--- config.mk ---
export PLATFORM = sky130hd
export DESIGN_NAME = cpu_top
export DESIGN_NICKNAME = d
export VERILOG_FILES = /design/src/source/cpu_pkg.sv /design/src/source/control_unit.sv /design/src/source/register_file.sv /design/src/source/alu.sv /design/src/source/hazard_forward.sv /design/src/source/datapath.sv /design/src/source/cpu_top.sv
export VERILOG_INCLUDE_DIRS = /design/src /design/src/include
export SDC_FILE = /design/constraint.sdc
export NUM_CORES = 1
export LEC_CHECK = 0
export BUFFER_PORTS_ARGS = -buffer_cell sky130_fd_sc_hd__buf_4
export CAP_MARGIN = 40
export CORE_MARGIN = 2
export CORE_UTILIZATION = 45
export DETAILED_ROUTE_END_ITERATION = 10
export PLACE_DENSITY = 0.66
export RECOVER_POWER = 100
export SETUP_SLACK_MARGIN = 0.15
export SLEW_MARGIN = 15
export SYNTH_ARGS = -nofsm -noshare
export SYNTH_HDL_FRONTEND = slang
export SYNTH_SLANG_ARGS = --single-unit
--- constraint.sdc ---
create_clock -name Clk -period 14.72 [get_ports Clk]
set_input_delay 2.208 -clock Clk [delete_from_list [all_inputs] [get_ports Clk]]
set_output_delay 2.208 -clock Clk [all_outputs]
set_load 0.01 [all_outputs]
--- src/include/cpu_defs.svh ---
`ifndef CPU_DEFS_SVH
`define CPU_DEFS_SVH

// data and address width
`define WORD_SIZE 16
`define NUM_REGS  4

// opcode field
`define BNE_OP   4'd0
`define BEQ_OP   4'd1
`define ADI_OP   4'd4
`define LHI_OP   4'd6
`define LWD_OP   4'd7
`define SWD_OP   4'd8
`define JMP_OP   4'd9
`define JAL_OP   4'd10
`define RTYPE_OP 4'd15

// func field, register format only
`define FUNC_ADD 6'd0
`define FUNC_SUB 6'd1
`define FUNC_AND 6'd2
`define FUNC_ORR 6'd3
`define FUNC_JPR 6'd25
`define FUNC_WWD 6'd28
`define FUNC_HLT 6'd29

`endif

--- src/source/cpu_pkg.sv ---
package cpu_pkg;

    typedef struct packed {
        logic [3:0] opcode;
        logic [1:0] rs;
        logic [1:0] rt;
        logic [1:0] rd;
        logic [5:0] func;
    } r_fmt_t;

    typedef struct packed {
        logic [3:0] opcode;
        logic [1:0] rs;
        logic [1:0] rt;
        logic [7:0] imm;
    } i_fmt_t;

    typedef struct packed {
        logic [3:0]  opcode;
        logic [11:0] target;
    } j_fmt_t;

    // one instruction word seen through its three formats
    typedef union packed {
        r_fmt_t r_fmt;
        i_fmt_t i_fmt;
        j_fmt_t j_fmt;
    } instr_t;

    typedef enum logic [2:0] {
        ALU_ADD,
        ALU_SUB,
        ALU_AND,
        ALU_ORR,
        ALU_PASS
    } alu_op_t;

endpackage

--- src/source/control_unit.sv ---
`include "cpu_defs.svh"

module control_unit import cpu_pkg::*; (
    input  instr_t  id_instruction,
    input  logic    id_valid,
    output logic    reg_dst,
    output logic    alu_src,
    output logic    mem_read,
    output logic    mem_write,
    output logic    mem_to_reg,
    output logic    reg_write,
    output logic    is_branch,
    output logic    is_jump,
    output logic    is_jump_reg,
    output logic    is_link,
    output logic    is_wwd,
    output logic    is_halt,
    output alu_op_t alu_op
);

    logic [3:0] opcode;
    logic [5:0] func;

    assign opcode = id_instruction.r_fmt.opcode;
    assign func = id_instruction.r_fmt.func;

    always_comb begin
        reg_dst = 1'b0;
        alu_src = 1'b0;
        mem_read = 1'b0;
        mem_write = 1'b0;
        mem_to_reg = 1'b0;
        reg_write = 1'b0;
        is_branch = 1'b0;
        is_jump = 1'b0;
        is_jump_reg = 1'b0;
        is_link = 1'b0;
        is_wwd = 1'b0;
        is_halt = 1'b0;
        alu_op = ALU_ADD;
        case (opcode)
            `ADI_OP: begin
                alu_src = 1'b1;
                reg_write = 1'b1;
            end
            `LHI_OP: begin
                alu_op = ALU_PASS;
                reg_write = 1'b1;
            end
            `LWD_OP: begin
                alu_src = 1'b1;
                mem_read = 1'b1;
                mem_to_reg = 1'b1;
                reg_write = 1'b1;
            end
            `SWD_OP: begin
                alu_src = 1'b1;
                mem_write = 1'b1;
            end
            `BNE_OP, `BEQ_OP: begin
                is_branch = 1'b1;
                alu_op = ALU_SUB;
            end
            `JMP_OP: is_jump = 1'b1;
            `JAL_OP: begin
                is_jump = 1'b1;
                is_link = 1'b1;
                reg_write = 1'b1;
                alu_op = ALU_PASS;
            end
            `RTYPE_OP: begin
                case (func)
                    `FUNC_ADD, `FUNC_SUB, `FUNC_AND, `FUNC_ORR: begin
                        reg_dst = 1'b1;
                        reg_write = 1'b1;
                        alu_op = alu_op_t'(func[2:0]);
                    end
                    `FUNC_WWD: begin
                        is_wwd = 1'b1;
                        alu_op = ALU_PASS;
                    end
                    `FUNC_JPR: is_jump_reg = 1'b1;
                    `FUNC_HLT: is_halt = 1'b1;
                    default: ;
                endcase
            end
            default: ;
        endcase
        // a bubble must not write or redirect
        if (!id_valid) begin
            mem_read = 1'b0;
            mem_write = 1'b0;
            reg_write = 1'b0;
            is_branch = 1'b0;
            is_jump = 1'b0;
            is_jump_reg = 1'b0;
            is_wwd = 1'b0;
            is_halt = 1'b0;
        end
    end

endmodule

--- src/source/register_file.sv ---
`include "cpu_defs.svh"

module register_file (
    input  logic                  Clk,
    input  logic                  arst_n,
    input  logic [1:0]            read_addr1,
    input  logic [1:0]            read_addr2,
    input  logic [1:0]            write_addr,
    input  logic [`WORD_SIZE-1:0] write_data,
    input  logic                  write_enable,
    output logic [`WORD_SIZE-1:0] read_data1,
    output logic [`WORD_SIZE-1:0] read_data2
);

    logic [`WORD_SIZE-1:0] regs [`NUM_REGS];

    always_ff @(posedge Clk or negedge arst_n) begin
        if (!arst_n) begin
            for (int i = 0; i < `NUM_REGS; i++) begin
                regs[i] <= '0;
            end
        end else if (write_enable) begin
            regs[write_addr] <= write_data;
        end
    end

    // write-back in the same cycle is visible to decode
    assign read_data1 = (write_enable && write_addr == read_addr1) ? write_data : regs[read_addr1];
    assign read_data2 = (write_enable && write_addr == read_addr2) ? write_data : regs[read_addr2];

endmodule

--- src/source/alu.sv ---
`include "cpu_defs.svh"

module alu import cpu_pkg::*; (
    input  logic [`WORD_SIZE-1:0] operand_a,
    input  logic [`WORD_SIZE-1:0] operand_b,
    input  alu_op_t               alu_op,
    output logic [`WORD_SIZE-1:0] result,
    output logic                  zero
);

    always_comb begin
        case (alu_op)
            ALU_ADD: result = operand_a + operand_b;
            ALU_SUB: result = operand_a - operand_b;
            ALU_AND: result = operand_a & operand_b;
            ALU_ORR: result = operand_a | operand_b;
            // link, LHI and WWD values arrive on operand_a
            default: result = operand_a;
        endcase
    end

    // equality test for BEQ/BNE after a subtract
    assign zero = (result == '0);

endmodule

--- src/source/hazard_forward.sv ---
module hazard_forward (
    input  logic [1:0] ex_rs,
    input  logic [1:0] ex_rt,
    input  logic [1:0] id_rs,
    input  logic [1:0] id_rt,
    input  logic [1:0] ex_rd,
    input  logic [1:0] mem_rd,
    input  logic [1:0] wb_rd,
    input  logic       id_use_rs,
    input  logic       id_use_rt,
    input  logic       ex_mem_read,
    input  logic       mem_reg_write,
    input  logic       wb_reg_write,
    output logic [1:0] forward_a,
    output logic [1:0] forward_b,
    output logic       stall
);

    // 01 takes the memory stage result, 10 the write-back value
    assign forward_a = (mem_reg_write && mem_rd == ex_rs) ? 2'b01 :
                       (wb_reg_write && wb_rd == ex_rs)   ? 2'b10 : 2'b00;
    assign forward_b = (mem_reg_write && mem_rd == ex_rt) ? 2'b01 :
                       (wb_reg_write && wb_rd == ex_rt)   ? 2'b10 : 2'b00;

    // load data is not ready until write-back, so hold decode one cycle
    assign stall = ex_mem_read &&
                   ((id_use_rs && id_rs == ex_rd) || (id_use_rt && id_rt == ex_rd));

endmodule

--- src/source/datapath.sv ---
`include "cpu_defs.svh"

module datapath import cpu_pkg::*; (
    input  logic                  Clk,
    input  logic                  arst_n,
    output logic                  inst_read,
    output logic [`WORD_SIZE-1:0] inst_addr,
    input  logic [`WORD_SIZE-1:0] inst_data,
    output logic                  data_read,
    output logic                  data_write,
    output logic [`WORD_SIZE-1:0] data_addr,
    output logic [`WORD_SIZE-1:0] write_data,
    input  logic [`WORD_SIZE-1:0] read_data,
    output logic                  is_halted,
    output logic [`WORD_SIZE-1:0] num_inst,
    output logic [`WORD_SIZE-1:0] output_port,
    output instr_t                id_instruction,
    output logic                  id_valid,
    input  logic                  reg_dst,
    input  logic                  alu_src,
    input  logic                  mem_read,
    input  logic                  mem_write,
    input  logic                  mem_to_reg,
    input  logic                  reg_write,
    input  logic                  is_branch,
    input  logic                  is_jump,
    input  logic                  is_jump_reg,
    input  logic                  is_link,
    input  logic                  is_wwd,
    input  logic                  is_halt,
    input  alu_op_t               alu_op
);

    logic [`WORD_SIZE-1:0] pc;
    logic [`WORD_SIZE-1:0] ifid_pc;

    logic [3:0]            id_opcode;
    logic [1:0]            id_rs;
    logic [1:0]            id_rt;
    logic [1:0]            id_dest;
    logic                  id_use_rs;
    logic                  id_use_rt;
    logic [`WORD_SIZE-1:0] id_imm;
    logic [`WORD_SIZE-1:0] id_read1;
    logic [`WORD_SIZE-1:0] id_read2;
    logic [`WORD_SIZE-1:0] jump_target;

    logic                  idex_valid;
    logic [`WORD_SIZE-1:0] idex_pc1;
    logic [`WORD_SIZE-1:0] idex_read1;
    logic [`WORD_SIZE-1:0] idex_read2;
    logic [`WORD_SIZE-1:0] idex_imm;
    logic [1:0]            idex_rs;
    logic [1:0]            idex_rt;
    logic [1:0]            idex_dest;
    logic                  idex_alu_src;
    logic                  idex_mem_read;
    logic                  idex_mem_write;
    logic                  idex_mem_to_reg;
    logic                  idex_reg_write;
    logic                  idex_branch;
    logic                  idex_beq;
    logic                  idex_jump_reg;
    logic                  idex_link;
    logic                  idex_lhi;
    logic                  idex_wwd;
    logic                  idex_halt;
    alu_op_t               idex_alu_op;

    logic [1:0]            forward_a;
    logic [1:0]            forward_b;
    logic                  stall;
    logic [`WORD_SIZE-1:0] fwd_a;
    logic [`WORD_SIZE-1:0] fwd_b;
    logic [`WORD_SIZE-1:0] op_a;
    logic [`WORD_SIZE-1:0] op_b;
    logic [`WORD_SIZE-1:0] alu_result;
    logic                  alu_zero;
    logic                  ex_taken;
    logic                  ex_redirect;
    logic [`WORD_SIZE-1:0] ex_target;

    logic                  exmem_valid;
    logic [`WORD_SIZE-1:0] exmem_result;
    logic [`WORD_SIZE-1:0] exmem_store;
    logic [1:0]            exmem_dest;
    logic                  exmem_mem_read;
    logic                  exmem_mem_write;
    logic                  exmem_mem_to_reg;
    logic                  exmem_reg_write;
    logic                  exmem_wwd;
    logic                  exmem_halt;

    logic                  memwb_valid;
    logic [`WORD_SIZE-1:0] memwb_result;
    logic [`WORD_SIZE-1:0] memwb_load;
    logic [1:0]            memwb_dest;
    logic                  memwb_mem_to_reg;
    logic                  memwb_reg_write;
    logic                  memwb_wwd;
    logic                  memwb_halt;
    logic [`WORD_SIZE-1:0] wb_data;
    logic                  wb_write;

    // decode
    assign id_opcode = id_instruction.i_fmt.opcode;
    assign id_rs = id_instruction.r_fmt.rs;
    assign id_rt = id_instruction.r_fmt.rt;
    assign id_dest = is_link ? 2'd2 : (reg_dst ? id_instruction.r_fmt.rd : id_rt);
    assign id_imm = (id_opcode == `LHI_OP) ? {id_instruction.i_fmt.imm, 8'h00}
                                           : {{8{id_instruction.i_fmt.imm[7]}},
                                              id_instruction.i_fmt.imm};
    assign jump_target = {pc[15:12], id_instruction.j_fmt.target};
    assign id_use_rs = id_valid && id_opcode != `JMP_OP && id_opcode != `JAL_OP &&
                       id_opcode != `LHI_OP;
    assign id_use_rt = id_valid && (id_opcode == `BNE_OP || id_opcode == `BEQ_OP ||
                       id_opcode == `SWD_OP ||
                       (id_opcode == `RTYPE_OP && id_instruction.r_fmt.func[5:2] == 4'd0));

    // execute
    assign fwd_a = (forward_a == 2'b01) ? exmem_result :
                   (forward_a == 2'b10) ? wb_data : idex_read1;
    assign fwd_b = (forward_b == 2'b01) ? exmem_result :
                   (forward_b == 2'b10) ? wb_data : idex_read2;
    assign op_a = idex_link ? idex_pc1 : (idex_lhi ? idex_imm : fwd_a);
    assign op_b = idex_alu_src ? idex_imm : fwd_b;
    assign ex_taken = idex_valid && idex_branch && (idex_beq ? alu_zero : !alu_zero);
    assign ex_redirect = ex_taken || (idex_valid && idex_jump_reg);
    assign ex_target = idex_jump_reg ? fwd_a : idex_pc1 + idex_imm;

    // write-back; nothing past a retired HLT may write
    assign wb_data = memwb_mem_to_reg ? memwb_load : memwb_result;
    assign wb_write = memwb_valid && memwb_reg_write && !is_halted;

    assign inst_read = !is_halted;
    assign inst_addr = pc;
    assign data_read = exmem_valid && exmem_mem_read && !is_halted;
    assign data_write = exmem_valid && exmem_mem_write && !is_halted &&
                        !(memwb_valid && memwb_halt);
    assign data_addr = exmem_result;
    assign write_data = exmem_store;

    register_file regfile0 (
        .Clk,
        .arst_n,
        .read_addr1(id_rs),
        .read_addr2(id_rt),
        .write_addr(memwb_dest),
        .write_data(wb_data),
        .write_enable(wb_write),
        .read_data1(id_read1),
        .read_data2(id_read2)
    );

    alu alu0 (
        .operand_a(op_a),
        .operand_b(op_b),
        .alu_op(idex_alu_op),
        .result(alu_result),
        .zero(alu_zero)
    );

    hazard_forward hazard0 (
        .ex_rs(idex_rs),
        .ex_rt(idex_rt),
        .id_rs,
        .id_rt,
        .ex_rd(idex_dest),
        .mem_rd(exmem_dest),
        .wb_rd(memwb_dest),
        .id_use_rs,
        .id_use_rt,
        .ex_mem_read(idex_valid && idex_mem_read),
        .mem_reg_write(exmem_valid && exmem_reg_write),
        .wb_reg_write(wb_write),
        .forward_a,
        .forward_b,
        .stall
    );

    // PC, valid bits and retirement
    always_ff @(posedge Clk or negedge arst_n) begin
        if (!arst_n) begin
            pc <= '0;
            id_valid <= 1'b0;
            idex_valid <= 1'b0;
            exmem_valid <= 1'b0;
            memwb_valid <= 1'b0;
            is_halted <= 1'b0;
            num_inst <= '0;
            output_port <= '0;
        end else if (!is_halted) begin
            exmem_valid <= idex_valid;
            memwb_valid <= exmem_valid;
            if (ex_redirect) begin
                pc <= ex_target;
                id_valid <= 1'b0;
                idex_valid <= 1'b0;
            end else if (stall) begin
                idex_valid <= 1'b0;
            end else if (is_jump) begin
                pc <= jump_target;
                id_valid <= 1'b0;
                idex_valid <= id_valid;
            end else begin
                pc <= pc + `WORD_SIZE'd1;
                id_valid <= 1'b1;
                idex_valid <= id_valid;
            end
            if (memwb_valid) begin
                num_inst <= num_inst + `WORD_SIZE'd1;
                if (memwb_wwd) begin
                    output_port <= memwb_result;
                end
                if (memwb_halt) begin
                    is_halted <= 1'b1;
                end
            end
        end
    end

    // pipeline payload
    always_ff @(posedge Clk) begin
        if (!is_halted) begin
            if (!stall) begin
                id_instruction <= inst_data;
                ifid_pc <= pc;
            end
            idex_pc1 <= ifid_pc + `WORD_SIZE'd1;
            idex_read1 <= id_read1;
            idex_read2 <= id_read2;
            idex_imm <= id_imm;
            idex_rs <= id_rs;
            idex_rt <= id_rt;
            idex_dest <= id_dest;
            idex_alu_src <= alu_src;
            idex_alu_op <= alu_op;
            idex_mem_read <= mem_read;
            idex_mem_write <= mem_write;
            idex_mem_to_reg <= mem_to_reg;
            idex_reg_write <= reg_write;
            idex_branch <= is_branch;
            idex_beq <= (id_opcode == `BEQ_OP);
            idex_jump_reg <= is_jump_reg;
            idex_link <= is_link;
            idex_lhi <= (id_opcode == `LHI_OP);
            idex_wwd <= is_wwd;
            idex_halt <= is_halt;

            exmem_result <= alu_result;
            exmem_store <= fwd_b;
            exmem_dest <= idex_dest;
            exmem_mem_read <= idex_mem_read;
            exmem_mem_write <= idex_mem_write;
            exmem_mem_to_reg <= idex_mem_to_reg;
            exmem_reg_write <= idex_reg_write;
            exmem_wwd <= idex_wwd;
            exmem_halt <= idex_halt;

            memwb_result <= exmem_result;
            memwb_load <= read_data;
            memwb_dest <= exmem_dest;
            memwb_mem_to_reg <= exmem_mem_to_reg;
            memwb_reg_write <= exmem_reg_write;
            memwb_wwd <= exmem_wwd;
            memwb_halt <= exmem_halt;
        end
    end

endmodule

--- src/source/cpu_top.sv ---
`include "cpu_defs.svh"

module cpu_top import cpu_pkg::*; (
    input  logic                  Clk,
    input  logic                  arst_n,
    input  logic [`WORD_SIZE-1:0] inst_data,
    input  logic [`WORD_SIZE-1:0] read_data,
    output logic                  inst_read,
    output logic                  data_read,
    output logic                  data_write,
    output logic [`WORD_SIZE-1:0] inst_addr,
    output logic [`WORD_SIZE-1:0] data_addr,
    output logic [`WORD_SIZE-1:0] write_data,
    output logic [`WORD_SIZE-1:0] num_inst,
    output logic [`WORD_SIZE-1:0] output_port,
    output logic                  is_halted
);

    // decode latch contents and the control levels derived from it
    instr_t  id_instruction;
    logic    id_valid;
    logic    reg_dst;
    logic    alu_src;
    logic    mem_read;
    logic    mem_write;
    logic    mem_to_reg;
    logic    reg_write;
    logic    is_branch;
    logic    is_jump;
    logic    is_jump_reg;
    logic    is_link;
    logic    is_wwd;
    logic    is_halt;
    alu_op_t alu_op;

    control_unit control0 (.*);

    datapath datapath0 (.*);

endmodule

==> flow_summary.json <==
{
  "status": "complete, but fails checks",
  "violations": "max-capacitance violations, max-slew violations",
  "grt_first_pass_wirelength_um": 77690,
  "drtAntennaViolNets": 0,
  "crit_family": "compound AO/OA/AOI/OAI gates",
  "ys_async_sr_fraction": 0.3750,
  "ys_seq_elements": 312,
  "power.leakage_nw": 7.064,
  "r2r_cells": 20,
  "switching_share": 0.3123,
  "dr.pass1.iters": 7,
  "drt_first_iter_violations": 1595,
  "core_um2": 37400,
  "internal_power_mw": 1.987,
  "slowest_stage": "nor3_1",
  "routabilityCongestion": 0.9372,
  "die-area_um2": 39220,
  "io_buffers": 117,
  "gr-total-overflow": 0,
  "ys.warnings.count": 0,
  "dr_total_vias": 13035,
  "grt_pass1_vias": 12189,
  "ys_types": 75,
  "clockBufferDepth": 3,
  "cellPowerDensity_nw_per_um2": 150.4,
  "nets": 1665,
  "path_cells": "nand3b_1, nor3_1, mux2_1, a221oi_1, a21oi_1, nor2_1, xnor2_1, ha_1, a22o_1, o41ai_1, a21oi_1, or3_1, a21oi_1, a221oi_1, or4_1, o41ai_1, a221oi_1, clkbuf_1, a311oi_1, a221o_1",
  "synth_nets": 1545,
  "slew_headroom": -1.408,
  "fmax_mhz": 119.8,
  "clock_skew_ns": 0.03302,
  "detail_route.vias_per_cell": 6.111,
  "fin_crit_sh": 0.5672,
  "holdBufCountCts": 0,
  "seqPwrFrac": 0.452,
  "htreeDepth": 2,
  "crit_required_ns": 15.22,
  "io_pins": 118,
  "grt_usage": 0.2685,
  "finalHoldViolCount": 0,
  "critPathLaunchType": "flop",
  "diodes": 0,
  "setup_tns_ns": 0,
  "reg2reg_from": "datapath0.is_halted",
  "die_y_um": 198.1,
  "path_depth": 20,
  "min_path_cells": 0,
  "rows": 71,
  "area_growth_pct": 13.36,
  "synth_area_um2": 16950,
  "min_path_type": "reg -> reg",
  "worst_pin_slew_ns": 3.612,
  "grt_antenna_before_repair": 2,
  "synth_cells": 1473,
  "regMostFlops": "datapath0.regfile0.regs",
  "crit_start": "datapath0.is_halted",
  "crit_type": "reg -> reg",
  "switchingPower_uw": 902.4,
  "cts.reportedPaths.clkPinSlew_ns": 0.06,
  "min_from": "datapath0.idex_mem_write",
  "yosys_most_used_dff": "edfxtp_1",
  "synth.avg_cell_area_um2": 11.50,
  "vdd_drop_max_v": 0.00008543,
  "slew_viol_final": 369,
  "synth_top_cell_area_share": 0.3456,
  "final_util": 0.5136,
  "start_util": 0.4531,
  "synth.yosys.seq_area_share": 0.5183,
  "cts.sinks": 312,
  "cp_data_arrival_time_ns": 8.85,
  "largest_register_ffs": 64,
  "max_stage_delay_ns": 1.05,
  "ctsRootBufferMaster": "clkbuf_16",
  "clk_latency_ns": 0.57,
  "wirelength_um": 52280,
  "drive_gt1_frac": 0.1393,
  "endpoint_kind": "flop",
  "pwr-share-comb": 0.229,
  "synth_top_area_cell": "edfxtp_1",
  "synth_edf_count": 195,
  "netlist_top_cells_area": "edfxtp_1 (35%), dfrtp_1 (17%), mux2_2 (5.2%)",
  "setup_viol": 0,
  "hold_slack_ns": 0.4195,
  "crit_buf_inv": 1,
  "die_w_um": 198.1,
  "cts_tree": "done",
  "grt_max_degree": 65,
  "cts_inserted_buffers": 37,
  "cap_viol_max_count": 11,
  "wl_per_cell_um": 24.51,
  "dp_hpwl_um": 38270,
  "post_cts_buffers": 0,
  "power_frac_clock": 0.319,
  "drc": 0,
  "cts_resized": 0,
  "rsz0062_at_grt": "false",
  "post-route-min-period_ns": 8.350,
  "crit_fanout": 19
}
[synth_stat cells (10+ instances only)]
library cell	n
a221o_1	10
o22ai_1	14
nand4_1	27
nor4_1	16
o221ai_1	10
nand2b_1	14
a31oi_1	26
nand2_1	144
o211ai_1	12
o31ai_1	17
mux4_2	32
xnor2_1	55
edfxtp_1	195
dfrtp_1	117
mux2_2	78
or3_1	10
a21o_1	16
nor2b_1	16
o21a_1	11
o311ai_0	10
a311oi_1	10
nand3_1	35
mux2i_1	23
and3_1	26
inv_1	34
a21oi_1	75
clkbuf_1	52
xor2_1	31
nor3_1	21
o21ai_0	75
ha_1	36
nor2_1	96
[metal layers]
layer | up-vias | wire (um) | GRT usage
met5 | - | 0 | 0
met4 | 0 | 2036 | 0.1186
met3 | 100 | 4349 | 0.04701
met2 | 595 | 22390 | 0.3880
met1 | 6465 | 23500 | 0.3958
li1 | 5875 | - | -
[kinds of logic after synthesis]
kind of cell | share of synthesized area
AOI/OAI and AO/OA | 0.1504
xor gates and xnor gates | 0.04637
and+or+nand+nor | 0.1222
DFF | 0.5183
buffers and inverters | 0.02577
muxes | 0.1080
adders and majority gates | 0.02894
[placed cells by master, fill, tap and decap left out, types with 14 or more instances in the layout]
cell,synthesis,layout
edfxtp_1,195,195
nand2_1,144,144
dfrtp_1,117,117
clkbuf_1,52,115
nor2_1,96,95
o21ai_0,75,76
a21oi_1,75,75
mux2_2,78,71
xnor2_1,55,55
clkbuf_16,0,38
ha_1,36,36
nand3_1,35,35
inv_1,34,33
mux4_2,32,32
clkbuf_4,0,32
xor2_1,31,31
nand4_1,27,27
and3_1,26,26
a31oi_1,26,26
mux2i_1,23,23
nor3_1,21,20
o31ai_1,17,17
nor4_1,16,16
nor2b_1,16,16
a21o_1,16,16
nand2b_1,14,14
o22ai_1,14,14
[per-stage QoR]
stage | cells | instance area (um^2) | setup slack [ns] | total power, mW
4_1_cts | 2131 | 19750 | 7.224 | 2.944
5_1_grt | 2133 | 19210 | 5.719 | 3.024
6_report | 2133 | 19210 | 6.370 | 2.889
3_3_place_gp | 2055 | 18370 | 7.379 | 1.988
3_5_place_dp | 2063 | 18520 | 7.278 | 2.015
2_1_floorplan | 1473 | 16950 | 8.655 | 1.738
[layout make-up]
class,instances,area [um^2]
fillers,3369,18190
flip-flops and latches,312,8783
multi-input cells,1056,7700
clock buffers,47,1015
repair buffers,150,724.4
well taps,511,639.4
clock inverters,21,211.5
inverters,36,136.4
[power groups by stage]
| stage | Combinational, mW | Sequential, mW | Clock [mW] |
|---|---|---|---|
| 5_1_grt | 0.727 | 1.33 | 0.970 |
| 6_report | 0.663 | 1.30 | 0.922 |
| 3_3_place_gp | 0.684 | 1.30 | 0 |
| 3_5_place_dp | 0.701 | 1.31 | 0 |
| 2_1_floorplan | 0.459 | 1.28 | 0 |
| 4_1_cts | 0.706 | 1.30 | 0.937 |
[worst reg2reg max path, delay by kind of cell (launching register included)]
kind / cells / cell delay, ns
AOI/OAI and AO/OA: 11 / 3.55
buffers and inverters: 1 / 0.45
xor gates and xnor gates: 1 / 0.13
adders and majority gates: 1 / 0.31
and+or+nand+nor: 5 / 2.82
DFF: 1 / 0.58
muxes: 1 / 0.45
[final timing paths]
| check | endpoint | slack (ns) |
|---|---|---|
| max in group asynchronous | datapath0.output_port[6] | 7.58 |
| worst max register to register | datapath0.inst_addr[8] | 6.37 |
| worst max-delay path | datapath0.inst_addr[8] | 6.37 |
| worst min register to register | datapath0.exmem_mem_write | 0.42 |
| worst min-delay path | datapath0.exmem_mem_write | 0.42 |
| min in group asynchronous | datapath0.inst_addr[2] | 2.37 |
No activity file was read; power rests on OpenSTA's default activity.
